[config.mk]
export PLATFORM = sky130hd
export DESIGN_NAME = intensity_limiter_flat
export DESIGN_NICKNAME = d
export VERILOG_FILES = /design/src/hw/mod_pkg.sv /design/src/hw/mod_stream_if.sv /design/src/hw/intensity_limiter.sv /design/src/flat_wrapper.sv
export VERILOG_INCLUDE_DIRS = /design/src /design/src/hw
export SDC_FILE = /design/constraint.sdc
export NUM_CORES = 1
export LEC_CHECK = 0
export BUFFER_PORTS_ARGS = -buffer_cell sky130_fd_sc_hd__buf_2
export CAP_MARGIN = 20
export CORE_MARGIN = 2
export CORE_UTILIZATION = 41
export CTS_CLUSTER_DIAMETER = 60
export DETAILED_ROUTE_END_ITERATION = 7
export GPL_ROUTABILITY_DRIVEN = 0
export PLACE_DENSITY = 0.81
export SYNTH_ARGS = -nofsm -noshare
export SYNTH_HDL_FRONTEND = slang
export SYNTH_SLANG_ARGS = --single-unit
[constraint.sdc]
create_clock -name CLK -period 0.8 [get_ports CLK]
set_input_delay 0.08 -clock CLK [delete_from_list [all_inputs] [get_ports CLK]]
set_output_delay 0.08 -clock CLK [all_outputs]
set_load 0.005 [all_outputs]
[src/hw/mod_cfg.svh]
`ifndef MOD_CFG_SVH
`define MOD_CFG_SVH

// intensity samples in one frame, one per transducer.
`define MOD_DEPTH 249

// modulation index width, so each segment holds 2**15 samples.
`define MOD_ADDR_W 15

// number of modulation segments the host can load.
`define MOD_SEGMENTS 2

`endif

[src/hw/mod_pkg.sv]
`default_nettype none

`include "mod_cfg.svh"

package mod_pkg;

  typedef logic [7:0] intensity_t;
  typedef logic [7:0] mod_value_t;
  typedef logic [15:0] product_t;
  typedef logic [`MOD_ADDR_W-1:0] mod_idx_t;
  typedef logic [$clog2(`MOD_DEPTH + 3)-1:0] frame_cnt_t;  // frame plus the two load cycles.

  typedef enum logic [1:0] {
    IDLE,
    LOAD_0,
    LOAD_1,
    RUN
  } mult_state_t;

endpackage

`default_nettype wire

[src/hw/mod_stream_if.sv]
`default_nettype none

interface mod_stream_if;

  logic               valid;
  mod_pkg::product_t  product;
  logic               last;     // set on the final product of a frame.
  logic               segment;

  // no ready signal, the sink takes every valid cycle.
  modport source (output valid, output product, output last, output segment);

  modport sink (input valid, input product, input last, input segment);

endinterface

`default_nettype wire

[src/hw/intensity_limiter.sv]
`default_nettype none

module intensity_limiter
  import mod_pkg::*;
(
  input  wire              CLK,
  input  wire              arst_n,
  mod_stream_if.sink       stream,
  input  wire intensity_t  max_intensity,
  output intensity_t       intensity_out,
  output logic             dout_valid,
  output logic             dout_last,
  output logic             dout_segment
);

  intensity_t upper;

  assign upper = stream.product[$bits(product_t)-1 -: $bits(intensity_t)];  // scale back to 8 bits.

  always_ff @(posedge CLK or negedge arst_n) begin
    if (!arst_n) begin
      dout_valid <= 1'b0;
      dout_last  <= 1'b0;
    end else begin
      dout_valid <= stream.valid;
      dout_last  <= stream.valid && stream.last;
    end
  end

  always_ff @(posedge CLK) begin
    intensity_out <= (upper > max_intensity) ? max_intensity : upper;
    dout_segment  <= stream.segment;
  end

  a_limit: assert property (
    @(posedge CLK) disable iff (!arst_n)
    dout_valid |-> intensity_out <= max_intensity
  );

endmodule

`default_nettype wire

[src/flat_wrapper.sv]
// flat-port wrapper written by rule: the top's interface ports become plain ports
module intensity_limiter_flat import mod_pkg::*;
  (CLK, arst_n, max_intensity, intensity_out, dout_valid, dout_last, dout_segment, stream_valid, stream_product, stream_last, stream_segment);
  mod_stream_if stream_i ();
  input  wire CLK;
  input  wire arst_n;
  input  wire intensity_t max_intensity;
  output intensity_t intensity_out;
  output logic dout_valid;
  output logic dout_last;
  output logic dout_segment;
  input wire logic [$bits(stream_i.valid)-1:0] stream_valid;
  input wire logic [$bits(stream_i.product)-1:0] stream_product;
  input wire logic [$bits(stream_i.last)-1:0] stream_last;
  input wire logic [$bits(stream_i.segment)-1:0] stream_segment;
  assign stream_i.valid = stream_valid;
  assign stream_i.product = stream_product;
  assign stream_i.last = stream_last;
  assign stream_i.segment = stream_segment;
  intensity_limiter u_core (.CLK(CLK), .arst_n(arst_n), .stream(stream_i), .max_intensity(max_intensity), .intensity_out(intensity_out), .dout_valid(dout_valid), .dout_last(dout_last), .dout_segment(dout_segment));
endmodule
==> results.json <==
{
  "syn2layout_area_growth_pct": 95.8,
  "path_clk_slew_ns": 0.06,
  "syn-mean-instance-area_sq_um": 11.5,
  "drt_iter0_markers": 4,
  "dpl_cell_area_sq_um": 822,
  "rsz0062_at_grt": "true",
  "antenna_found_initial": 0,
  "place_inst": 99,
  "required_ns": 0.95,
  "fin_ws_ns": -0.490,
  "max_freq_mhz": 775,
  "hold_end": "u_core.dout_last$_DFF_PN0_",
  "hold_class": "in -> reg",
  "io_pins": 40,
  "async_flop_share_pct": 18.2,
  "diodes": 0,
  "netlist_area_sq_um": 541,
  "die-width_um": 40.3,
  "grtUsageTotal_pct": 20.5,
  "yosysTopAreaCellShare_pct": 33.3,
  "critPathArrivalTime_ns": 1.44,
  "min_from": "stream_last",
  "cts.sinks": 11,
  "grt_pass1_wl_um": 2150,
  "synthDistinctLibCells": 14,
  "die_h_um": 40.3,
  "slew_violations": 0,
  "power_mw": 1.52,
  "synth-edff-count": 0,
  "routedWlPerCell_um": 13.7,
  "htree_levels": 1,
  "yosysWarnings": 0,
  "fin_crit_sh_pct": 161,
  "finish.instance_area_sq_um": 1060,
  "period_minus_slack_ns": 1.29,
  "cellPowerDensity_nw_per_um2": 1440,
  "whs_ns": 0.0400,
  "yosys-top-cells-area": "dfxtp_1, ha_1, mux2_2, dfrtp_1, inv_1",
  "hpwlAfterDp_um": 1000,
  "portBuffers": 31,
  "place_ws_ns": -0.891,
  "floorplan.initialDensity_pct": 42.6,
  "path_max_fanout": 6,
  "criticalPathCategory": "in -> reg",
  "power_leakage_nw": 0.521,
  "layout.nets": 132,
  "std_cell_rows": 13,
  "dieArea_sq_um": 1620,
  "whs_path_depth": 2,
  "stdcell_count": 109,
  "grt_pass1_vias": 533,
  "cp-start-kind": "input port",
  "cts_tree": "built",
  "fillers": 67,
  "grt-ovfl-total": 0,
  "ys.flop_type": "dfxtp_1",
  "cts_buffers": 3,
  "setup_viol": 10,
  "crit_path_end_kind": "flop",
  "drt_first_pass_iters": 2,
  "drtAntennaViolNets": 0,
  "status": "finished with violations",
  "drive_above_1_share_pct": 71.3,
  "synth-seq-area-share_pct": 42.6,
  "vias": 495,
  "worst_ir_drop_vdd_uv": 846,
  "yosys.cell_count.top_type": "dfxtp_1",
  "violations": "negative setup slack",
  "viasPerCell": 4.54,
  "cts_root_buffer": "clkbuf_4",
  "syn-num-nets": 84,
  "worst_pin_slew_ns": 0.247,
  "grt_max_degree": 7,
  "drv_cap": 0,
  "core-area_sq_um": 1270,
  "syn_inst": 47,
  "totalWireLength_um": 1490,
  "hold_viol_final": 0,
  "drc": 0,
  "slew_headroom_pct": 83.4,
  "cts_buffer_depth": 2,
  "synth_common_cells": "dfxtp_1, ha_1, inv_1, mux2_2, a21oi_1",
  "yosysTopAreaCell": "dfxtp_1",
  "synth_seq_cells": 11
}
## cell families (layout without fill, tap and decap cells)
| family | after synthesis | in the layout | synth area share, % |
|---|---|---|---|
| AO/OA/AOI/OAI | 7 | 7 | 11.3 |
| flip-flops | 11 | 11 | 42.6 |
| multiplexers | 8 | 8 | 16.7 |
| adder cells (fa/ha/maj) | 8 | 8 | 18.5 |
| buffers and inverters | 8 | 55 | 5.56 |
| AND/OR/NAND/NOR | 5 | 5 | 5.32 |
## cell usage in the layout, fill, tap and decap left out, types with 6 or more instances in the layout
cell type	n
ha_4	6
buf_2	22
mux2_4	8
buf_4	7
buf_6	7
dfxtp_1	9
## final cells by class
cell class	count	area, sq um	area share (%)
multi-input combinational	28	397	37.5
clock buffer	4	26.3	2.48
timing repair buffer	43	337	31.8
sequential	11	230	21.7
inverter	8	50.0	4.73
tap	15	18.8	1.77
## state kept, by name, indices dropped and copies added (netlist names)
register / count
u_core.intensity_out: 8
u_core.dout_valid: 1
u_core.dout_segment: 1
u_core.dout_last: 1
## metrics by stage
stage	util, %	TNS (ns)
after floorplan	-	-4.75
after global placement	64.8	-6.78
after detailed placement	64.8	-7.05
after CTS	81.7	-3.87
after global routing	83.4	-4.49
final	83.4	-3.89
## what timing repair did
action,in CTS,in global routing
gates resized for setup,23,4
hold endpoints to repair,4,0
buffers inserted,3,0
pin swaps,8,4
setup endpoints to repair,10,10
hold buffers,3,0
## worst max-delay path by stage
stage | startpoint | end | slack (ns)
finish | max_intensity[5] | u_core.intensity_out[4]$_DFF_P_ | -0.49
global route | max_intensity[6] | u_core.intensity_out[1]$_DFF_P_ | -0.56
CTS | max_intensity[6] | u_core.intensity_out[1]$_DFF_P_ | -0.48
detailed placement | max_intensity[1] | u_core.intensity_out[3]$_DFF_P_ | -0.89
global placement | max_intensity[1] | u_core.intensity_out[3]$_DFF_P_ | -0.85
floorplan | max_intensity[1] | u_core.intensity_out[0]$_DFF_P_ | -0.59
## worst max-delay path, cell delays in order
cell	delay (ns)
buf_8	0.08
inv_4	0.03
ha_4	0.26
nand4_1	0.20
a21oi_2	0.23
o22ai_4	0.11
buf_12	0.16
mux2_4	0.29
## report_power, final
part	switching, mW	total (mW)	internal [mW]
registers	0.0103	0.616	0.605
logic	0.202	0.548	0.346
clock network	0.164	0.356	0.192
total	0.376	1.52	1.14
## metal layers
layer	vias to the layer above	part of all wire, %	GRT usage (%)	routed length [um]
met3	2	3.4	0.556	51
met4	0	0.94	12.5	14
met5	-	0	0	0
met2	15	58	40.3	864
li1	261	-	-	-
met1	217	38	20.9	564
Note: power is estimated with default switching activity, not from simulation.
