**src/hw/mod_cfg.svh**
```systemverilog
`ifndef MOD_CFG_SVH
`define MOD_CFG_SVH

// intensity samples in one frame, one per transducer.
`define MOD_DEPTH 249

// modulation index width, so each segment holds 2**15 samples.
`define MOD_ADDR_W 15

// number of modulation segments the host can load.
`define MOD_SEGMENTS 2

`endif

```
**src/hw/mod_pkg.sv**
```systemverilog
`default_nettype none

`include "mod_cfg.svh"

package mod_pkg;

  typedef logic [7:0] intensity_t;
  typedef logic [7:0] mod_value_t;
  typedef logic [15:0] product_t;
  typedef logic [`MOD_ADDR_W-1:0] mod_idx_t;
  typedef logic [$clog2(`MOD_DEPTH + 3)-1:0] frame_cnt_t;  // frame plus the two load cycles.

  typedef enum logic [1:0] {
    IDLE,
    LOAD_0,
    LOAD_1,
    RUN
  } mult_state_t;

endpackage

`default_nettype wire

```
**src/hw/mod_index_timer.sv**
```systemverilog
`default_nettype none

`include "mod_cfg.svh"

module mod_index_timer
  import mod_pkg::*;
(
  input  wire            CLK,
  input  wire            arst_n,
  input  wire            mod_tick,
  input  wire mod_idx_t  cycle_0,
  input  wire mod_idx_t  cycle_1,
  output mod_idx_t       seg_idx [`MOD_SEGMENTS]
);

  mod_idx_t cycle_val [`MOD_SEGMENTS];

  assign cycle_val[0] = cycle_0;  // last valid index of segment 0.
  assign cycle_val[1] = cycle_1;

  always_ff @(posedge CLK or negedge arst_n) begin
    if (!arst_n) begin
      for (int s = 0; s < `MOD_SEGMENTS; s++) begin
        seg_idx[s] <= '0;
      end
    end else if (mod_tick) begin
      for (int s = 0; s < `MOD_SEGMENTS; s++) begin
        // a lowered cycle value also wraps the index on the next tick.
        seg_idx[s] <= (seg_idx[s] >= cycle_val[s]) ? '0 : seg_idx[s] + 1'b1;
      end
    end
  end

  for (genvar s = 0; s < `MOD_SEGMENTS; s++) begin : g_idx_chk
    a_idx_in_cycle: assert property (
      @(posedge CLK) disable iff (!arst_n)
      seg_idx[s] <= cycle_val[s]
    );
  end

endmodule

`default_nettype wire

```
**config.mk**
```make
export PLATFORM = sky130hd
export DESIGN_NAME = mod_index_timer
export DESIGN_NICKNAME = d
export VERILOG_FILES = /design/src/hw/mod_pkg.sv /design/src/hw/mod_index_timer.sv
export VERILOG_INCLUDE_DIRS = /design/src /design/src/hw
export SDC_FILE = /design/constraint.sdc
export NUM_CORES = 1
export LEC_CHECK = 0
export BUFFER_PORTS_ARGS = -buffer_cell sky130_fd_sc_hd__buf_2
export CAP_MARGIN = 20
export CORE_MARGIN = 10
export CORE_UTILIZATION = 54
export CTS_BUF_LIST = sky130_fd_sc_hd__clkbuf_2
export DETAILED_ROUTE_END_ITERATION = 10
export PLACE_DENSITY_LB_ADDON = 0.05
export SLEW_MARGIN = 20
export SYNTH_ARGS = -nofsm -noshare
export SYNTH_HDL_FRONTEND = slang
export SYNTH_SLANG_ARGS = --single-unit
```
**constraint.sdc**
```tcl
create_clock -name CLK -period 2 [get_ports CLK]
set_input_delay 0 -clock CLK [delete_from_list [all_inputs] [get_ports CLK]]
set_output_delay 0 -clock CLK [all_outputs]
set_load 0.005 [all_outputs]
```
==> impl_metrics.csv, run 1 <==
group,metric,value,unit
finish,layoutNonFillerInstCount,407,
floorplanning,core,3970,um2
synthesis,ys_seq_elements,30,
finish,area_growth,32.1,%
sta,drv_slew,0,
finish,fin_nets,421,
pwr,powerDensity,699,nW/um2
route,wl,5460,um
clocking,cts_root_buf,"clkbuf_2",
synthesis,synthMuxAreaShare,0.00904,
synthesis,synth_top_cell_area_share,0.339,
synthesis,synth.most_common_cell,"inv_1",
route,via_count,2084,
synthesis,synthAdderAreaFrac,0.181,
clocking,cts_buffer_depth,2,
synthesis,async_flop_share,1.00,
sta,finClkSkew,0.0129,ns
synthesis,synth_nets,326,
sta,relSlewSlack,0.546,
sta,fin_tns_setup,0,ns
sta,tightest_slew,0.680,ns
clocking,clk_pin_slew,0.16,ns
synthesis,yosysWarnings,0,
sta,finalCritPeriodShare,0.965,
finish,antenna_cells,0,
synthesis,synth_commonest_cells,"34 x inv_1, 32 x ha_1, 30 x dfrtp_1, 26 x nor2_1, 24 x nand2_1",
placement,gp_congestion,0.814,
sta,setup_ws,0.0705,ns
synthesis,synth-xor-area-share,0.0672,
sta,finalHoldViolCount,0,
hold_path,hold-path-cell-count,3,
route,firstDrtPassIters,4,
global_routing,grt_max_degree,31,
synthesis,ys_seq_area_frac,0.339,
clocking,numClockSinks,30,
status,status,"finished clean",
finish,drive_above_1_share,0.331,
route,wl_per_cell,13.4,um
synthesis,synth_edf_count,0,
floorplanning,die_h,84.0,um
worst_setup_path,slowest_stage,"dfrtp_1",
finish,final_area,2930,um2
synthesis,syn-mean-instance-area,8.49,um2
pwr,irDropWorstVdd,0.511,mV
synthesis,synth_ff_type,"dfrtp_1",
global_routing,grt_pass1_vias,2130,
clocking,clk_latency,0.37,ns
worst_setup_path,startpoint_type,"flop",
synthesis,syn_area,2210,um2
worst_setup_path,worstSetupPathType,"reg -> reg",
clocking,cts_tree,"done",
sta,fmax,0.518,GHz
finish,top_register,"seg_idx",
floorplanning,dieArea,7060,um2
global_routing,grt_pass1_wl,9290,um
job,cap_violations,0,
placement,placed_cell_area,2750,um2
clocking,h-tree-depth,2,
synthesis,synth_top_family_by_area,"simple AND/OR/NAND/NOR gates",
worst_setup_path,path_cells,"ha_4, a21oi_1, o21ai_1, o21bai_1, a211o_1, or2_4, mux2i_1",
global_routing,grt_use_total,0.154,
global_routing,overflow,0,
placement,placed_cells,393,
pwr,power,2040,uW
floorplanning,row_count,23,
synthesis,synth_compound_area_frac,0.131,
route,dr.first_iter.drc_count,84,
placement,hpwl,4310,um
sta,setup_viol,0,
worst_setup_path,slowest_delay,0.45,ns
finish,reg.largest.list,"seg_idx (30)",
synthesis,synthTopCellsByArea,"dfrtp_1 34%, ha_1 18%, inv_1 5.8%",
worst_setup_path,cp_max_fo,6,
hold_path,hp-class,"in -> reg",
synthesis,synth_top_cell_by_area,"dfrtp_1",
pwr,p_leak,0.00166,uW
worst_setup_path,required,2.29,ns
floorplanning,die_w,84.0,um
placement,dpl_worst_slack,-0.00797,ns
route,route.antenna.remaining_nets,0,
worst_setup_path,crit_arrival,2.22,ns
floorplanning,pin_count,63,
synthesis,yosysUniqueCellTypes,33,
floorplanning,start_util,0.558,
worst_setup_path,endpoint_kind,"flop",
worst_setup_path,rr_worst_depth,7,
route,vias_per_cell,5.12,
global_routing,grt_antenna_before_repair,0,
clocking,cts_made_buffers,5,
sta,period_minus_slack,1.93,ns
finish,largest_reg_flops,30,
synthesis,netlist_instances,261,
synthesis,synth_simple_gate_area_share,0.206,
placement,io_buffer_count,62,
route,route.detailed.drc,0,
-- path summary, 6_finish.rpt --
check | start | to | slack [ns]
setup reg to reg | seg_idx[4]$_DFFE_PN0P_ | seg_idx[0]$_DFFE_PN0P_ | 0.07
hold reg to reg | seg_idx[15]$_DFFE_PN0P_ | seg_idx[15]$_DFFE_PN0P_ | 0.57
min in group asynchronous | arst_n | seg_idx[20]$_DFFE_PN0P_ | 0.18
setup / recovery | seg_idx[4]$_DFFE_PN0P_ | seg_idx[0]$_DFFE_PN0P_ | 0.07
max in group asynchronous | arst_n | seg_idx[3]$_DFFE_PN0P_ | 1.37
hold / removal | mod_tick | seg_idx[16]$_DFFE_PN0P_ | 0.03
-- stage by stage --
step            util  hold WS [ns]
2_1_floorplan      -        -0.296
3_3_place_gp   0.693        0.0843
3_5_place_dp   0.693        0.0814
4_1_cts        0.717        0.0265
5_1_grt        0.737        0.0524
6_report       0.737        0.0306
-- routing by layer --
| layer | wire length, um | global-route usage | up-vias |
|---|---|---|---|
| met3 | 342 | 0.0518 | 7 |
| met2 | 2650 | 0.265 | 42 |
| met1 | 2410 | 0.171 | 952 |
| met4 | 59 | 0.0533 | 0 |
| met5 | 0 | 0 | - |
| li1 | - | - | 1083 |
-- repair_timing --
item,CTS,global route
hold buffers,1,0
cloned,0,0
setup buffers,2,3
resized for setup,6,14
pin swaps,4,7
setup endpoints to repair,13,23
endpoints found under the hold margin,30,0
-- layout by cell type (no fill, tap or decap), drive strengths merged, types with 2 or more instances in the layout --
cell     instances
nor2b            2
clkinv           2
xor2            12
xnor2            5
nand2b           3
and2             2
nor3             4
o2bb2ai          6
a21o             6
or3              2
o21ai           13
and4             2
nand2           24
clkbuf           6
buf             92
nand4           10
nand3            9
ha              32
dfrtp           30
nor2            27
inv             34
or2              3
and3             4
a21oi           18
mux2i            2
-- kinds of logic (layout without fill, tap and decap cells) --
kind of cell               Yosys count  count (layout)
DFF                                 30              30
AOI/OAI and AO/OA                   48              48
adders and majority gates           32              32
xor gates and xnor gates            17              17
buffers and inverters               39             135
and+or+nand+nor                     93              93
muxes                                2               2
-- critical path: cells and delay by family, from the launching register on --
kind | cells | cell delay, ns
AOI/OAI and AO/OA | 4 | 0.75
DFF | 1 | 0.45
and+or+nand+nor | 1 | 0.28
adders and majority gates | 1 | 0.23
muxes | 1 | 0.15
-- report_power, final --
| group | internal (uW) | leakage [uW] | total, uW | switching, uW |
|---|---|---|---|---|
| sequential | 704 | 0.000391 | 774 | 69.6 |
| clock | 85.8 | 0.0000304 | 301 | 215 |
| combinational | 500 | 0.00124 | 970 | 471 |
| total | 1290 | 0.00166 | 2040 | 755 |
-- area by class of cell --
class,instances,area (um2)
clock inverter,2,8.76
multi-input combinational,192,1400
sequential,30,751
tap,50,62.6
inverter,34,128
timing repair buffer,93,546
clock buffer,6,30.0
fill,312,1040
No activity file was read; power rests on OpenSTA's default activity.
==> run 2: changes to the inputs <==
clock period = 2.1 ns   (was 2 ns; I/O delays follow)
==> impl_metrics.csv, run 2 (same netlist as run 1, synthesis figures left out) <==
group,metric,value,unit
status,status,"finished clean",
worst_setup_path,crit_arrival,2.25,ns
floorplanning,pin_count,63,
clocking,cts_made_buffers,5,
route,via_count,2043,
route,vias_per_cell,5.21,
sta,finalCritPeriodShare,0.936,
pwr,pwr-share-comb,0.424,
job,cap_violations,0,
global_routing,grt_use_total,0.148,
sta,finClkSkew,0.0105,ns
sta,period_minus_slack,1.97,ns
route,route.antenna.remaining_nets,0,
finish,multi_input_area,1340,um2
sta,setup_viol,0,
finish,reg.largest.list,"seg_idx (30)",
clocking,clk_pin_slew,0.14,ns
route,wl_per_cell,13.1,um
sta,finalHoldViolCount,0,
worst_setup_path,startpoint_type,"flop",
clocking,cts_buffer_depth,2,
worst_setup_path,cp_max_fo,6,
finish,final_cell_mix,"62 x buf_2, 33 x inv_1, 31 x ha_1, 29 x dfrtp_1, 26 x nor2_1",
finish,final_common_cell,"buf_2",
floorplanning,start_util,0.558,
pwr,powerDensity,650,nW/um2
pwr,intPower,1140,uW
global_routing,grt_pass1_wl,8800,um
clocking,cts_root_buf,"clkbuf_2",
pwr,clkPwrFrac,0.153,
floorplanning,core,3970,um2
global_routing,grt_antenna_before_repair,0,
sta,fin_tns_setup,0,ns
sta,drv_slew,0,
global_routing,overflow,0,
placement,placed_cell_area,2670,um2
pwr,switching_share,0.360,
clocking,cts_tree,"done",
finish,register_area,752,um2
finish,final_area,2760,um2
worst_setup_path,worstSetupPathType,"reg -> reg",
placement,gp_congestion,0.814,
finish,drive_above_1_share,0.281,
floorplanning,die_w,84.0,um
worst_setup_path,endpoint_kind,"flop",
pwr,power_switching,645,uW
route,route.detailed.drc,0,
floorplanning,dieArea,7060,um2
sta,tightest_slew,0.676,ns
finish,top_register,"seg_idx",
finish,largest_reg_flops,30,
clocking,clk_latency,0.36,ns
placement,hpwl,4120,um
worst_setup_path,required,2.39,ns
finish,area_growth,24.4,%
pwr,power_frac_seq,0.423,
global_routing,grt_max_degree,31,
hold_path,hp-class,"in -> reg",
floorplanning,die_h,84.0,um
clocking,numClockSinks,30,
pwr,p_leak,0.00158,uW
finish,antenna_cells,0,
clocking,h-tree-depth,2,
route,wl,5130,um
pwr,irDropWorstVdd,0.507,mV
floorplanning,row_count,23,
global_routing,grt_pass1_vias,2011,
placement,io_buffer_count,62,
finish,fin_nets,407,
sta,relSlewSlack,0.549,
finish,fillers,361,
sta,fmax,0.509,GHz
route,firstDrtPassIters,4,
route,dr.first_iter.drc_count,92,
==> run 2: path summary, 6_finish.rpt <==
path,endpoint,slack [ns],start,depth (start not counted)
max,seg_idx[2]$_DFFE_PN0P_,0.13,seg_idx[0]$_DFFE_PN0P_,8
min,seg_idx[16]$_DFFE_PN0P_,0.03,mod_tick,3
max reg2reg,seg_idx[2]$_DFFE_PN0P_,0.13,seg_idx[0]$_DFFE_PN0P_,8
min reg2reg,seg_idx[15]$_DFFE_PN0P_,0.59,seg_idx[15]$_DFFE_PN0P_,2
max in group asynchronous,seg_idx[6]$_DFFE_PN0P_,1.42,arst_n,2
min in group asynchronous,seg_idx[20]$_DFFE_PN0P_,0.19,arst_n,2
==> run 2: routing by layer <==
metal | part of all wire | track usage
met2 | 0.46 | 0.239
met3 | 0.070 | 0.0615
met5 | 0 | 0
met4 | 0.0094 | 0.0472
met1 | 0.46 | 0.171
==> run 2: area by class of cell <==
type                    instances  share of cell area
well taps                      50              0.0227
multi-input cells             192               0.485
inverters                      34              0.0463
clock buffers                   7              0.0127
flip-flops and latches         30               0.273
repair buffers                 79               0.160
==> run 2: timing repair <==
action                                  in CTS  in global routing
buffers inserted                             0                  2
gates resized for setup                      0                  6
hold buffers                                 1                  0
endpoints found under the hold margin       30                  0
endpoints found under the setup margin       0                 13
==> run 2: worst max-delay path, cell delays in order, from the launching register on <==
cell,delay [ns]
dfrtp_1,0.42
inv_2,0.05
ha_1,0.26
nand2b_1,0.14
a31oi_1,0.17
o21bai_1,0.09
a211o_1,0.34
or2_4,0.30
o2bb2ai_2,0.14
==> run 2: per-stage QoR <==
| stage | cells | setup WS (ns) | total power (uW) | hold slack [ns] | util |
|---|---|---|---|---|---|
| CTS | 390 | 0.0372 | 1780 | 0.0131 | 0.684 |
| global placement | 382 | 0.163 | 1490 | 0.0752 | 0.673 |
| detailed placement | 382 | 0.0842 | 1500 | 0.0811 | 0.673 |
| global route | 392 | -0.000325 | 1970 | 0.0216 | 0.694 |
| floorplan | 261 | 0.250 | 1160 | -0.296 | - |
| finish | 392 | 0.134 | 1790 | 0.0251 | 0.694 |
==> run 2: power by group through the flow <==
stage,sequential [uW],clock [uW],combinational (uW)
6_report,757,274,758
5_1_grt,775,319,876
4_1_cts,756,285,741
3_5_place_dp,769,0,733
3_3_place_gp,763,0,723
2_1_floorplan,818,0,338
==> run 3: changes to the inputs <==
CORE_ASPECT_RATIO = 1.25   (was not set)
==> impl_metrics.csv, run 3 (same netlist as run 1, synthesis figures left out) <==
group,metric,value,unit
sta,finalCritPeriodShare,0.953,
worst_setup_path,crit_arrival,2.32,ns
sta,drv_slew,0,
placement,io_buffer_count,62,
worst_setup_path,required,2.42,ns
clocking,cts_buffer_depth,2,
route,route.antenna.remaining_nets,0,
floorplanning,start_util,0.549,
global_routing,overflow,0,
sta,fin_tns_setup,0,ns
finish,final_common_cell,"buf_2",
sta,period_minus_slack,2.00,ns
worst_setup_path,endpoint_kind,"flop",
floorplanning,row_count,26,
hold_path,hp-class,"in -> async",
clocking,cts_made_buffers,5,
global_routing,grt_pass1_vias,2113,
pwr,intPower,1260,uW
pwr,p_leak,0.00159,uW
global_routing,grt_pass1_wl,9060,um
floorplanning,die_h,91.6,um
finish,final_cell_mix,"62 x buf_2, 33 x inv_1, 30 x ha_1, 27 x dfrtp_1, 26 x nor2_1",
route,route.detailed.drc,0,
clocking,cts_root_buf,"clkbuf_2",
status,status,"finished clean",
finish,reg.largest.list,"seg_idx (30)",
worst_setup_path,worstSetupPathType,"reg -> reg",
route,wl_per_cell,12.9,um
floorplanning,pin_count,63,
finish,layoutNonFillerInstCount,399,
finish,area_growth,27.3,%
clocking,clk_latency,0.40,ns
finish,top_register,"seg_idx",
pwr,clkPwrFrac,0.215,
sta,finClkSkew,0.0250,ns
sta,setup_viol,0,
clocking,numClockSinks,30,
pwr,power_switching,684,uW
route,firstDrtPassIters,4,
worst_setup_path,r2r-start,"seg_idx[2]$_DFFE_PN0P_",
route,dr.first_iter.drc_count,103,
floorplanning,die_w,77.3,um
finish,largest_reg_flops,30,
finish,drive_above_1_share,0.294,
floorplanning,dieArea,7080,um2
global_routing,grt_antenna_before_repair,0,
floorplanning,core,4030,um2
finish,antenna_cells,0,
job,cap_violations,0,
global_routing,grt_max_degree,31,
clocking,h-tree-depth,2,
worst_setup_path,rr_worst_depth,7,
worst_setup_path,r2r_slack,0.1,ns
worst_setup_path,r2r_end,"seg_idx[0]$_DFFE_PN0P_",
pwr,power_frac_seq,0.387,
route,wl,5170,um
pwr,irDropWorstVdd,0.561,mV
sta,fmax,0.500,GHz
placement,hpwl,4130,um
pwr,power,1950,uW
sta,relSlewSlack,0.554,
pwr,pwr-share-comb,0.398,
sta,finalHoldViolCount,0,
clocking,cts_tree,"done",
worst_setup_path,cp_max_fo,6,
clocking,clk_pin_slew,0.18,ns
global_routing,grt_use_total,0.151,
worst_setup_path,startpoint_type,"flop",
sta,tightest_slew,0.669,ns
finish,post-route-util,0.699,
route,via_count,2029,
placement,gp_congestion,0.771,
pwr,powerDensity,690,nW/um2
route,vias_per_cell,5.09,
finish,fin_nets,407,
pwr,switching_share,0.351,
placement,placed_cells,386,
sta,rsz0062_at_grt,"no",
## run 3: cell count changes in the layout (fill, tap and decap cells not counted), sizes merged
cell,before,now
clkbuf,7,5
clkinv,0,2
buf,78,77
bufinv,0,1
dlygate4sd3,1,2
## run 3: routing by layer
layer  track usage  vias to the layer above  part of all wire
li1              -                     1055                 -
met1         0.161                      927              0.42
met2         0.275                       38              0.51
met3        0.0404                        9             0.055
met4        0.0549                        0             0.014
met5             0                        -                 0
## run 3: final cells by class
cell class	instances	area, um2
Multi-Input combinational cell	192	1360
Fill cell	364	1210
Sequential cell	30	754
Timing Repair Buffer	79	443
Inverter	34	128
Tap cell	56	70.1
Clock inverter	3	40.0
Clock buffer	5	25.0
## run 3: worst max path at each step
stage	slack (ns)	start	end	depth (start not counted)
detailed placement	0.05	seg_idx[6]$_DFFE_PN0P_	seg_idx[9]$_DFFE_PN0P_	7
global placement	0.07	seg_idx[6]$_DFFE_PN0P_	seg_idx[12]$_DFFE_PN0P_	7
CTS	0.02	seg_idx[6]$_DFFE_PN0P_	seg_idx[7]$_DFFE_PN0P_	7
finish	0.1	seg_idx[2]$_DFFE_PN0P_	seg_idx[0]$_DFFE_PN0P_	7
floorplan	0.25	seg_idx[6]$_DFFE_PN0P_	seg_idx[10]$_DFFE_PN0P_	8
global route	0.006	seg_idx[23]$_DFFE_PN0P_	seg_idx[21]$_DFFE_PN0P_	8
## run 3: worst max-delay path, stage by stage (launching register included)
cell      delay [ns]
dfrtp_2         0.44
ha_1            0.29
a21o_1          0.16
a31oi_1         0.14
o21bai_1        0.10
a211o_1         0.37
or2_4           0.29
mux2i_1         0.14
## run 3: stage by stage
stage	setup slack (ns)	instance area (um2)	hold WS [ns]
after global routing	0.00577	2820	0.216
after global placement	0.0652	2660	0.0734
after floorplan	0.250	2210	-0.296
final	0.0993	2820	0.146
after detailed placement	0.0548	2660	0.0781
after CTS	0.0194	2750	0.170
## run 3: timing repair
action | in CTS | in global routing
hold buffers | 2 | 0
gates resized for setup | 0 | 12
buffers inserted | 0 | 3
endpoints found under the setup margin | 0 | 18
hold endpoints to repair | 34 | 0
## run 3: power groups by stage
stage	Combinational [uW]	Sequential (uW)	Clock [uW]
after CTS	718	762	426
final	774	754	419
after floorplan	338	818	0
after global placement	698	769	0
after global routing	878	769	444
after detailed placement	713	774	0
