`src/hw/mod_cfg.svh`:
```
`ifndef MOD_CFG_SVH
`define MOD_CFG_SVH

// intensity samples in one frame, one per transducer.
`define MOD_DEPTH 249

// modulation index width, so each segment holds 2**15 samples.
`define MOD_ADDR_W 15

// number of modulation segments the host can load.
`define MOD_SEGMENTS 2

`endif

```
`src/hw/mod_pkg.sv`:
```
`default_nettype none

`include "mod_cfg.svh"

package mod_pkg;

  typedef logic [7:0] intensity_t;
  typedef logic [7:0] mod_value_t;
  typedef logic [15:0] product_t;
  typedef logic [`MOD_ADDR_W-1:0] mod_idx_t;
  typedef logic [$clog2(`MOD_DEPTH + 3)-1:0] frame_cnt_t;  // frame plus the two load cycles.

  typedef enum logic [1:0] {
    IDLE,
    LOAD_0,
    LOAD_1,
    RUN
  } mult_state_t;

endpackage

`default_nettype wire

```
`src/hw/mod_stream_if.sv`:
```
`default_nettype none

interface mod_stream_if;

  logic               valid;
  mod_pkg::product_t  product;
  logic               last;     // set on the final product of a frame.
  logic               segment;

  // no ready signal, the sink takes every valid cycle.
  modport source (output valid, output product, output last, output segment);

  modport sink (input valid, input product, input last, input segment);

endinterface

`default_nettype wire

```
`src/hw/delay_line.sv`:
```
`default_nettype none

module delay_line #(
  parameter int WIDTH = 8,
  parameter int DEPTH = 3
) (
  input  wire              CLK,
  input  wire [WIDTH-1:0]  din,
  output logic [WIDTH-1:0] dout
);

  logic [WIDTH-1:0] stage [DEPTH];

  always_ff @(posedge CLK) begin
    stage[0] <= din;
    for (int i = 1; i < DEPTH; i++) begin
      stage[i] <= stage[i-1];
    end
  end

  assign dout = stage[DEPTH-1];  // din shows up here DEPTH cycles later.

endmodule

`default_nettype wire

```
`src/hw/mult_8x8.sv`:
```
`default_nettype none

module mult_8x8
  import mod_pkg::*;
(
  input  wire        CLK,
  input  wire [7:0]  a,
  input  wire [7:0]  b,
  output product_t   p
);

  logic [7:0] a_q;
  logic [7:0] b_q;

  always_ff @(posedge CLK) begin
    a_q <= a;
    b_q <= b;
    p   <= a_q * b_q;  // full 16-bit unsigned product.
  end

endmodule

`default_nettype wire

```
`src/hw/modulation_multiplier.sv`:
```
`default_nettype none

`include "mod_cfg.svh"

module modulation_multiplier
  import mod_pkg::*;
(
  input  wire              CLK,
  input  wire              arst_n,
  input  wire              din_valid,
  input  wire intensity_t  intensity_in,
  input  wire              segment,
  input  wire              stop,
  input  wire mod_idx_t    seg_idx [`MOD_SEGMENTS],
  output mod_idx_t         rd_idx,
  output logic             rd_segment,
  input  wire mod_value_t  rd_value,
  mod_stream_if.source     stream
);

  localparam int PIPE_LEN = 5;  // delay line plus multiplier latency.

  mult_state_t state;
  frame_cnt_t  cnt;
  mod_idx_t    idx_q;
  logic        seg_q;
  intensity_t  intensity_dly;
  logic        frame_active;
  logic        frame_last;

  logic [PIPE_LEN-1:0] valid_pipe;
  logic [PIPE_LEN-1:0] last_pipe;
  logic [PIPE_LEN-1:0] seg_pipe;

  assign rd_idx     = idx_q;
  assign rd_segment = seg_q;

  // the two load states already see intensity samples 0 and 1.
  assign frame_active = (state != IDLE);
  assign frame_last   = frame_active && (cnt == `MOD_DEPTH - 1);

  always_ff @(posedge CLK or negedge arst_n) begin
    if (!arst_n) begin
      state <= IDLE;
      cnt   <= '0;
      idx_q <= '0;
      seg_q <= 1'b0;
    end else begin
      case (state)
        IDLE: begin
          if (din_valid) begin
            cnt   <= '0;
            state <= LOAD_0;
            if (!stop) begin  // stop keeps the previous frame's index and segment.
              idx_q <= seg_idx[segment];
              seg_q <= segment;
            end
          end
        end
        LOAD_0: begin
          cnt   <= cnt + 1'b1;
          state <= LOAD_1;
        end
        LOAD_1: begin
          cnt   <= cnt + 1'b1;
          state <= RUN;
        end
        RUN: begin
          cnt <= cnt + 1'b1;
          if (frame_last) begin
            state <= IDLE;
          end
        end
        default: state <= IDLE;
      endcase
    end
  end

  delay_line #(
    .WIDTH($bits(intensity_t)),
    .DEPTH(3)
  ) i_intensity_dly (
    .CLK (CLK),
    .din (intensity_in),
    .dout(intensity_dly)
  );

  mult_8x8 i_mult (
    .CLK(CLK),
    .a  (intensity_dly),
    .b  (rd_value),
    .p  (stream.product)
  );

  always_ff @(posedge CLK or negedge arst_n) begin
    if (!arst_n) begin
      valid_pipe <= '0;
      last_pipe  <= '0;
    end else begin
      valid_pipe <= {valid_pipe[PIPE_LEN-2:0], frame_active};
      last_pipe  <= {last_pipe[PIPE_LEN-2:0], frame_last};
    end
  end

  always_ff @(posedge CLK) begin
    seg_pipe <= {seg_pipe[PIPE_LEN-2:0], seg_q};
  end

  assign stream.valid   = valid_pipe[PIPE_LEN-1];
  assign stream.last    = last_pipe[PIPE_LEN-1];
  assign stream.segment = seg_pipe[PIPE_LEN-1];

  a_valid_run: assert property (
    @(posedge CLK) disable iff (!arst_n)
    $rose(stream.valid) |-> ##[1:`MOD_DEPTH] !stream.valid
  );

endmodule

`default_nettype wire

```
`src/flat_wrapper.sv`:
```
// flat-port wrapper written by rule: the top's interface ports become plain ports
module modulation_multiplier_flat import mod_pkg::*;
  (CLK, arst_n, din_valid, intensity_in, segment, stop, seg_idx, rd_idx, rd_segment, rd_value, stream_valid, stream_product, stream_last, stream_segment);
  mod_stream_if stream_i ();
  input  wire CLK;
  input  wire arst_n;
  input  wire din_valid;
  input  wire intensity_t intensity_in;
  input  wire segment;
  input  wire stop;
  input  wire mod_idx_t seg_idx[`MOD_SEGMENTS];
  output mod_idx_t rd_idx;
  output logic rd_segment;
  input  wire mod_value_t rd_value;
  output wire logic [$bits(stream_i.valid)-1:0] stream_valid;
  output wire logic [$bits(stream_i.product)-1:0] stream_product;
  output wire logic [$bits(stream_i.last)-1:0] stream_last;
  output wire logic [$bits(stream_i.segment)-1:0] stream_segment;
  assign stream_valid = stream_i.valid;
  assign stream_product = stream_i.product;
  assign stream_last = stream_i.last;
  assign stream_segment = stream_i.segment;
  modulation_multiplier u_core (.CLK(CLK), .arst_n(arst_n), .din_valid(din_valid), .intensity_in(intensity_in), .segment(segment), .stop(stop), .seg_idx(seg_idx), .rd_idx(rd_idx), .rd_segment(rd_segment), .rd_value(rd_value), .stream(stream_i));
endmodule
```
`config.mk`:
```
export PLATFORM = sky130hd
export DESIGN_NAME = modulation_multiplier_flat
export DESIGN_NICKNAME = d
export VERILOG_FILES = /design/src/hw/mod_pkg.sv /design/src/hw/mod_stream_if.sv /design/src/hw/delay_line.sv /design/src/hw/mult_8x8.sv /design/src/hw/modulation_multiplier.sv /design/src/flat_wrapper.sv
export VERILOG_INCLUDE_DIRS = /design/src /design/src/hw
export SDC_FILE = /design/constraint.sdc
export NUM_CORES = 1
export LEC_CHECK = 0
export BUFFER_PORTS_ARGS = -buffer_cell sky130_fd_sc_hd__buf_2
export CAP_MARGIN = 20
export CORE_MARGIN = 2
export CORE_UTILIZATION = 51
export DETAILED_ROUTE_END_ITERATION = 8
export PLACE_DENSITY = 0.77
export SETUP_SLACK_MARGIN = 0.4
export SLEW_MARGIN = 20
export SYNTH_ARGS = -nofsm -noshare
export SYNTH_HDL_FRONTEND = slang
export SYNTH_HIERARCHICAL = 1
export SYNTH_SLANG_ARGS = --single-unit
export TNS_END_PERCENT = 30
```
`constraint.sdc`:
```
create_clock -name CLK -period 3.9 [get_ports CLK]
set_input_delay 0.78 -clock CLK [delete_from_list [all_inputs] [get_ports CLK]]
set_output_delay 0.78 -clock CLK [all_outputs]
set_load 0.05 [all_outputs]
```
==> results of run 1 <==
## logic make-up after synthesis
logic type / share of synthesized area [%]
simple gates: 13.9
flops: 42.7
fa+ha+maj: 25.1
buf+inv: 6.22
compound gates: 6.35
mux: 3.45
xor+xnor: 2.29
## through the flow
stage / power (µW) / area [µm²] / setup TNS (ns) / setup WS [ns]
after floorplan: 2900 / 5040 / 0 / 0.257
after global placement: 3240 / 5540 / 0 / 0.0608
after detailed placement: 3310 / 5540 / -0.0264 / -0.0264
after CTS: 4040 / 5890 / 0 / 0.0836
after global routing: 4400 / 5960 / -0.142 / -0.0896
final: 4080 / 5960 / 0 / 0.0241
## final cells by class
type                            instances  area [µm²]
Clock buffer                            9         124
Clock inverter                          7        61.3
Fill cell                             804        3630
Inverter                               55         206
Multi-Input combinational cell        288        2700
Sequential cell                        97        2160
Tap cell                              133         166
Timing Repair Buffer                   99         538
## layout by cell type (no fill, tap or decap), types with 16 or more instances in the layout
| cell type | instances |
|---|---|
| sky130_fd_sc_hd__buf_2 | 85 |
| sky130_fd_sc_hd__inv_1 | 52 |
| sky130_fd_sc_hd__dfxtp_1 | 49 |
| sky130_fd_sc_hd__nand2_1 | 43 |
| sky130_fd_sc_hd__and2_1 | 40 |
| sky130_fd_sc_hd__ha_1 | 36 |
| sky130_fd_sc_hd__dfrtp_1 | 36 |
| sky130_fd_sc_hd__fa_1 | 34 |
| sky130_fd_sc_hd__o21ai_0 | 22 |
| sky130_fd_sc_hd__mux2i_1 | 16 |
## worst max-delay path, stage by stage, from the launching register on
cell and delay (ns):
sky130_fd_sc_hd__dfxtp_4 0.38, sky130_fd_sc_hd__and2_4 0.14, sky130_fd_sc_hd__fa_1 0.53, sky130_fd_sc_hd__inv_1 0.05, sky130_fd_sc_hd__fa_1 0.47, sky130_fd_sc_hd__inv_1 0.05, sky130_fd_sc_hd__fa_1 0.47, sky130_fd_sc_hd__inv_1 0.05
sky130_fd_sc_hd__fa_1 0.49, sky130_fd_sc_hd__inv_2 0.04, sky130_fd_sc_hd__ha_4 0.17, sky130_fd_sc_hd__a211o_1 0.25, sky130_fd_sc_hd__o211ai_1 0.30, sky130_fd_sc_hd__nor3b_4 0.29, sky130_fd_sc_hd__xnor2_1 0.09
## power by group
group          internal, µW  switching [µW]  leakage (µW)  total [µW]
Clock                   243             364     0.0000971         607
Sequential             1250             115      0.000972        1360
Combinational           797            1320       0.00190        2110
## path summary, 6_finish.rpt
path	to	cells after the start	start
max in group asynchronous	u_core/valid_pipe[3]$_DFF_PN0_	1	arst_n
setup reg to reg	u_core/i_mult/p[12]$_DFF_P_	14	u_core/i_mult/b_q[4]$_DFF_P_
min in group asynchronous	u_core/rd_idx[12]$_DFFE_PN0P_	1	arst_n
hold / removal	u_core/i_intensity_dly/stage[0][16]$_DFF_P_	0	u_core/i_intensity_dly/stage[0][8]$_DFF_P_
hold reg to reg	u_core/i_intensity_dly/stage[0][16]$_DFF_P_	0	u_core/i_intensity_dly/stage[0][8]$_DFF_P_
setup / recovery	u_core/i_mult/p[12]$_DFF_P_	14	u_core/i_mult/b_q[4]$_DFF_P_
## registers in the layout, indices dropped and copies added (netlist names)
name	cells
u_core/valid_pipe	5
u_core/cnt	8
u_core/i_mult/a_q	8
u_core/rd_segment	1
u_core/i_mult/b_q	8
u_core/seg_pipe	5
u_core/last_pipe	5
u_core/i_intensity_dly/stage	24
u_core/state	2
u_core/rd_idx	15
u_core/i_mult/p	16
## timing repair
action                                  in CTS  in global routing
pin swaps                                   20                 13
resized for setup                           26                 15
endpoints found under the setup margin       8                  9
setup buffers                               11                  1
## routing by layer
metal | global-route usage [%] | part of all wire (%)
met3 | 3.93 | 3.5
met5 | 0 | 0
met1 | 24.0 | 43
met4 | 5.44 | 1.4
met2 | 30.1 | 52
==> metrics.txt, run 1 <==
# TYPE chip_impl_metric gauge
chip_impl_metric{name="via_count",unit=""} 3346
chip_impl_info{name="criticalPathCategory",value="reg2reg"} 1
chip_impl_metric{name="die_h",unit="µm"} 103
chip_impl_metric{name="synthesis.area",unit="mm²"} 0.00497
chip_impl_metric{name="cts_hold_repair.buffers",unit=""} 0
chip_impl_info{name="cts_tree",value="built"} 1
chip_impl_metric{name="drtPass1Iterations",unit=""} 4
chip_impl_metric{name="post_drt_via_cell_ratio",unit=""} 4.86
chip_impl_metric{name="buffer_ports.inserted",unit=""} 85
chip_impl_info{name="timing.critical_path.from_type",value="flip-flop"} 1
chip_impl_metric{name="pwr_density_cell",unit="mW/mm²"} 685
chip_impl_metric{name="netlist.area_leader.share",unit="%"} 24.6
chip_impl_metric{name="seq_area_frac_synth",unit="%"} 42.7
chip_impl_metric{name="clock_skew",unit="ns"} 0.0136
chip_impl_metric{name="fp-row-count",unit=""} 36
chip_impl_info{name="unrepaired_setup_endpoints_after_global_routing",value="true"} 1
chip_impl_metric{name="final_net_count",unit=""} 679
chip_impl_metric{name="post-route-period-util",unit="%"} 99.4
chip_impl_metric{name="clkSlewWorstSetupHoldPaths",unit="ns"} 0.10
chip_impl_metric{name="overflow_after_grt",unit=""} 0
chip_impl_metric{name="drt_iter0_drc",unit=""} 131
chip_impl_info{name="synth_top_cells_by_area",value="sky130_fd_sc_hd__dfxtp_1, sky130_fd_sc_hd__dfrtp_1, sky130_fd_sc_hd__fa_1"} 1
chip_impl_metric{name="timing_worst_slew_pin_value",unit="ns"} 0.949
chip_impl_metric{name="drive_gt1_share",unit="%"} 30.3
chip_impl_metric{name="grt_antenna_before_repair",unit=""} 0
chip_impl_metric{name="grt_pass1_vias",unit=""} 3305
chip_impl_metric{name="dpl.hpwl",unit="mm"} 6.94
chip_impl_metric{name="final-instance-count-excl-fill",unit=""} 688
chip_impl_metric{name="wirelength",unit="mm"} 9.05
chip_impl_metric{name="worst_hold_slack",unit="ns"} 0.328
chip_impl_metric{name="finalSetupViolations",unit=""} 0
chip_impl_metric{name="area_of_the_die",unit="mm²"} 0.0105
chip_impl_info{name="holdCritPathClass",value="reg2reg"} 1
chip_impl_metric{name="worst-r2r-setup-slack",unit="ns"} 0.02
chip_impl_metric{name="gp_congestion",unit=""} 0.835
chip_impl_info{name="synth_ff_type",value="sky130_fd_sc_hd__dfxtp_1"} 1
chip_impl_metric{name="worstSkewPairLatency",unit="ns"} 0.36
chip_impl_metric{name="largest_net_degree_at_the_start_of_global_routing",unit=""} 37
chip_impl_info{name="most_instantiated_library_cell_after_synthesis",value="sky130_fd_sc_hd__dfxtp_1"} 1
chip_impl_metric{name="critical_path_required",unit="ns"} 4.16
chip_impl_metric{name="placeableCoreArea",unit="mm²"} 0.00959
chip_impl_metric{name="syn2layout_area_growth",unit="%"} 20.0
chip_impl_info{name="end_kind",value="flip-flop"} 1
chip_impl_metric{name="timing.final.max_slew_violations",unit=""} 0
chip_impl_metric{name="fmax",unit="GHz"} 0.258
chip_impl_metric{name="tritoncts.num_buffers",unit=""} 9
chip_impl_metric{name="detailed_route_drc_error_count",unit=""} 0
chip_impl_info{name="post-synth-top-area-cell",value="sky130_fd_sc_hd__dfxtp_1"} 1
chip_impl_metric{name="critPathMaxFanout",unit=""} 7
chip_impl_metric{name="postRouteAntennaNets",unit=""} 0
chip_impl_metric{name="cts-root-to-sink-buffers",unit=""} 2
chip_impl_metric{name="htree_levels",unit=""} 3
chip_impl_metric{name="static-leakage-power",unit="µW"} 0.00297
chip_impl_metric{name="max_cap_violations",unit=""} 0
chip_impl_metric{name="track_usage",unit="%"} 18.1
chip_impl_info{name="synthTopCellsByCount",value="sky130_fd_sc_hd__dfxtp_1, sky130_fd_sc_hd__inv_1, sky130_fd_sc_hd__and2_1"} 1
chip_impl_info{name="run_status",value="finished clean"} 1
chip_impl_metric{name="finalHoldViolations",unit=""} 0
chip_impl_metric{name="syn-num-nets",unit=""} 584
chip_impl_info{name="clock_root_buffer",value="sky130_fd_sc_hd__clkbuf_8"} 1
chip_impl_metric{name="postSynthAreaPerCell",unit="µm²"} 10.9
chip_impl_metric{name="post_synth_inst_count",unit=""} 455
chip_impl_metric{name="boundaryPins",unit=""} 86
chip_impl_metric{name="yosys_register_bits",unit=""} 97
chip_impl_metric{name="numClockSinks",unit=""} 97
chip_impl_metric{name="placed_cells_incl_taps",unit=""} 660
chip_impl_metric{name="dieWidth",unit="µm"} 103
chip_impl_metric{name="post_layout_utilization_of_the_core",unit="%"} 62.1
chip_impl_metric{name="synth_enable_flop_cells",unit=""} 0
chip_impl_metric{name="post-route-min-period",unit="ns"} 3.88
chip_impl_metric{name="synth_cell_types",unit=""} 46
chip_impl_metric{name="async_reset_ff_share",unit="%"} 37.1
chip_impl_metric{name="drt-wirelength-per-cell",unit="µm"} 13.1
chip_impl_metric{name="num_antenna_cells",unit=""} 0
chip_impl_metric{name="yosysWarningCount",unit=""} 6
chip_impl_metric{name="worstPathArrival",unit="ns"} 4.13
chip_impl_metric{name="worst_slew_margin_rel",unit="%"} 36.6
chip_impl_metric{name="grt_first_pass_wirelength",unit="mm"} 15.0
chip_impl_metric{name="worst_ir_drop_vdd",unit="mV"} 0.590
chip_impl_metric{name="floorplan.initialDensity",unit="%"} 51.8
No activity file was read; power rests on OpenSTA's default activity.
==> run 2: changes to the inputs <==
Settings changed: BUFFER_PORTS_ARGS -buffer_cell sky130_fd_sc_hd__buf_2 to default, CORE_UTILIZATION 51 to 55, DONT_BUFFER_PORTS from default to 1, PLACE_DENSITY 0.77 to 0.73.
==> metrics.txt, run 2 (synthesis gave the netlist of run 1 again) <==
# TYPE chip_impl_metric gauge
chip_impl_info{name="run_status",value="finished clean"} 1
chip_impl_metric{name="fmax",unit="GHz"} 0.262
chip_impl_metric{name="finalSetupViolations",unit=""} 0
chip_impl_metric{name="share_of_power_burned_in_combinational_logic",unit="%"} 32.5
chip_impl_metric{name="cell_internal_pwr",unit="µW"} 2120
chip_impl_metric{name="drtPass1Iterations",unit=""} 4
chip_impl_metric{name="grt_pass1_vias",unit=""} 3092
chip_impl_metric{name="via_count",unit=""} 2898
chip_impl_info{name="r2r-start",value="u_core/i_mult/a_q[3]$_DFF_P_"} 1
chip_impl_metric{name="drive_gt1_share",unit="%"} 12.8
chip_impl_metric{name="final-instance-count-excl-fill",unit=""} 569
chip_impl_metric{name="r2r_cells",unit=""} 15
chip_impl_metric{name="syn2layout_area_growth",unit="%"} 7.66
chip_impl_metric{name="finalInstanceArea",unit="mm²"} 0.00535
chip_impl_metric{name="dieWidth",unit="µm"} 99.0
chip_impl_metric{name="post-route-min-period",unit="ns"} 3.82
chip_impl_metric{name="finalHoldViolations",unit=""} 0
chip_impl_info{name="unrepaired_setup_endpoints_after_global_routing",value="true"} 1
chip_impl_metric{name="buffer_ports.inserted",unit=""} 0
chip_impl_metric{name="post-route-period-util",unit="%"} 98.0
chip_impl_info{name="mostFrequentLayoutCells",value="sky130_fd_sc_hd__inv_1, sky130_fd_sc_hd__dfxtp_1, sky130_fd_sc_hd__nand2_1, sky130_fd_sc_hd__and2_1, sky130_fd_sc_hd__ha_1"} 1
chip_impl_metric{name="placed_cells_incl_taps",unit=""} 548
chip_impl_info{name="timing.critical_path.from_type",value="flip-flop"} 1
chip_impl_metric{name="switching_power_share_of_the_total",unit="%"} 43.8
chip_impl_metric{name="gp_congestion",unit=""} 0.834
chip_impl_metric{name="overflow_after_grt",unit=""} 0
chip_impl_metric{name="placeableCoreArea",unit="mm²"} 0.00872
chip_impl_metric{name="fillerInstances",unit=""} 714
chip_impl_metric{name="worst_ir_drop_vdd",unit="mV"} 0.373
chip_impl_metric{name="die_h",unit="µm"} 99.0
chip_impl_info{name="register_name_with_the_most_flops",value="u_core/i_intensity_dly/stage"} 1
chip_impl_metric{name="timing_worst_slew_pin_value",unit="ns"} 0.916
chip_impl_info{name="criticalPathCategory",value="reg2reg"} 1
chip_impl_metric{name="post_drt_via_cell_ratio",unit=""} 5.09
chip_impl_metric{name="wirelength",unit="mm"} 7.83
chip_impl_metric{name="critPathMaxFanout",unit=""} 6
chip_impl_metric{name="drt-wirelength-per-cell",unit="µm"} 13.8
chip_impl_metric{name="critical_path_required",unit="ns"} 4.17
chip_impl_metric{name="dpl.hpwl",unit="mm"} 6.03
chip_impl_metric{name="largest_net_degree_at_the_start_of_global_routing",unit=""} 37
chip_impl_metric{name="timing.final.max_slew_violations",unit=""} 0
chip_impl_metric{name="fp-row-count",unit=""} 34
chip_impl_info{name="worst_r2r_endpoint",value="u_core/i_mult/p[15]$_DFF_P_"} 1
chip_impl_metric{name="total_switching_power",unit="µW"} 1650
chip_impl_metric{name="boundaryPins",unit=""} 86
chip_impl_metric{name="grt_antenna_before_repair",unit=""} 0
chip_impl_metric{name="post_layout_utilization_of_the_core",unit="%"} 61.3
chip_impl_metric{name="pwr_density_cell",unit="mW/mm²"} 704
chip_impl_metric{name="power.sequential.fraction",unit="%"} 51.3
chip_impl_metric{name="area_of_the_die",unit="mm²"} 0.00981
chip_impl_metric{name="htree_levels",unit=""} 3
chip_impl_metric{name="report.power.total",unit="µW"} 3770
chip_impl_metric{name="clkSlewWorstSetupHoldPaths",unit="ns"} 0.09
chip_impl_metric{name="setup-tns-final",unit="ns"} 0
chip_impl_metric{name="clock_share_of_power",unit="%"} 16.3
chip_impl_metric{name="floorplan.initialDensity",unit="%"} 57.0
chip_impl_metric{name="worst-r2r-setup-slack",unit="ns"} 0.08
chip_impl_metric{name="postRouteAntennaNets",unit=""} 0
chip_impl_metric{name="drt_iter0_drc",unit=""} 88
chip_impl_info{name="end_kind",value="flip-flop"} 1
chip_impl_metric{name="grt_first_pass_wirelength",unit="mm"} 13.8
chip_impl_metric{name="detailed_route_drc_error_count",unit=""} 0
chip_impl_metric{name="numClockSinks",unit=""} 97
chip_impl_metric{name="max_reg_flops",unit=""} 24
chip_impl_info{name="holdCritPathClass",value="in2async"} 1
chip_impl_metric{name="worstSkewPairLatency",unit="ns"} 0.36
chip_impl_info{name="cts_tree",value="built"} 1
chip_impl_metric{name="post_dp_cell_area",unit="mm²"} 0.00507
chip_impl_metric{name="track_usage",unit="%"} 17.7
chip_impl_metric{name="num_antenna_cells",unit=""} 0
chip_impl_metric{name="worst_slew_margin_rel",unit="%"} 38.7
chip_impl_metric{name="max_cap_violations",unit=""} 0
chip_impl_metric{name="final_net_count",unit=""} 585
chip_impl_metric{name="worstPathArrival",unit="ns"} 4.10
chip_impl_info{name="clock_root_buffer",value="sky130_fd_sc_hd__clkbuf_8"} 1
chip_impl_metric{name="static-leakage-power",unit="µW"} 0.00255
chip_impl_metric{name="tritoncts.num_buffers",unit=""} 9
chip_impl_info{name="layout_commonest_cell",value="sky130_fd_sc_hd__inv_1"} 1
chip_impl_metric{name="clock_skew",unit="ns"} 0.00872
chip_impl_metric{name="cts-root-to-sink-buffers",unit=""} 2
-- run 2: cell count changes in the layout (fill, tap and decap cells not counted), moves of 4 or more --
| cell | delta |
|---|---|
| sky130_fd_sc_hd__buf_2 | -85 |
| sky130_fd_sc_hd__buf_4 | -7 |
| sky130_fd_sc_hd__dfxtp_2 | +5 |
| sky130_fd_sc_hd__and2_1 | +4 |
| sky130_fd_sc_hd__and2_4 | -4 |
| sky130_fd_sc_hd__dfxtp_4 | -4 |
-- run 2: critical path, stage by stage (launching register included) --
cell and delay (ns):
sky130_fd_sc_hd__dfxtp_4 0.37, sky130_fd_sc_hd__and2_4 0.16, sky130_fd_sc_hd__fa_1 0.52, sky130_fd_sc_hd__inv_1 0.04
sky130_fd_sc_hd__fa_1 0.48, sky130_fd_sc_hd__inv_2 0.04, sky130_fd_sc_hd__fa_1 0.49, sky130_fd_sc_hd__inv_2 0.04
sky130_fd_sc_hd__fa_1 0.49, sky130_fd_sc_hd__inv_2 0.05, sky130_fd_sc_hd__ha_4 0.23, sky130_fd_sc_hd__and2_4 0.15
sky130_fd_sc_hd__a221oi_4 0.24, sky130_fd_sc_hd__nand3_1 0.14, sky130_fd_sc_hd__and3_1 0.17, sky130_fd_sc_hd__a211oi_2 0.14
-- run 2: how the worst max path moves through the flow --
stage	from	slack, ns	depth (start not counted)	endpoint
finish	u_core/i_mult/a_q[3]$_DFF_P_	0.08	15	u_core/i_mult/p[15]$_DFF_P_
floorplan	u_core/i_mult/a_q[3]$_DFF_P_	0.26	15	u_core/i_mult/p[11]$_DFF_P_
detailed placement	u_core/i_mult/a_q[0]$_DFF_P_	0.04	14	u_core/i_mult/p[15]$_DFF_P_
global placement	u_core/i_mult/b_q[7]$_DFF_P_	0.08	12	u_core/i_mult/p[15]$_DFF_P_
CTS	u_core/i_mult/a_q[3]$_DFF_P_	0.06	15	u_core/i_mult/p[15]$_DFF_P_
global route	u_core/i_mult/b_q[5]$_DFF_P_	-0.11	12	u_core/i_mult/p[11]$_DFF_P_
-- run 2: final cells by class --
class	instances	area, µm²	area share [%]
Timing Repair Buffer	5	37.5	0.702
Clock buffer	12	156	2.92
Multi-Input combinational cell	288	2630	49.1
Clock inverter	4	31.3	0.585
Sequential cell	97	2150	40.3
Inverter	55	206	3.86
Tap cell	108	135	2.53
-- run 2: power groups by stage --
stage / Combinational, µW / Sequential (µW) / Clock (µW)
2_1_floorplan: 983 / 1920 / 0
3_3_place_gp: 1100 / 1960 / 0
3_5_place_dp: 1150 / 1970 / 0
4_1_cts: 1180 / 1940 / 642
5_1_grt: 1410 / 1960 / 677
6_report: 1220 / 1930 / 613
-- run 2: repair_timing --
action | in CTS | in global routing
hold buffers | 0 | 0
gates resized for setup | 11 | 10
pin swaps | 10 | 8
cloned | 0 | 0
setup buffers | 5 | 0
endpoints found under the setup margin | 8 | 9
hold endpoints to repair | 0 | 0
-- run 2: routing by layer --
layer	track usage [%]	routed length (µm)	up-vias
met3	5.46	312	14
met1	21.8	3490	1389
met2	29.3	3880	45
met5	0	0	-
li1	-	-	1450
met4	7.17	145	0
-- run 2: metrics by stage --
stage / setup slack, ns / hold WS, ns
floorplan: 0.257 / 0.310
global placement: 0.0792 / 0.312
detailed placement: 0.0444 / 0.312
CTS: 0.0644 / 0.0755
global route: -0.111 / 0.0671
finish: 0.0784 / 0.106
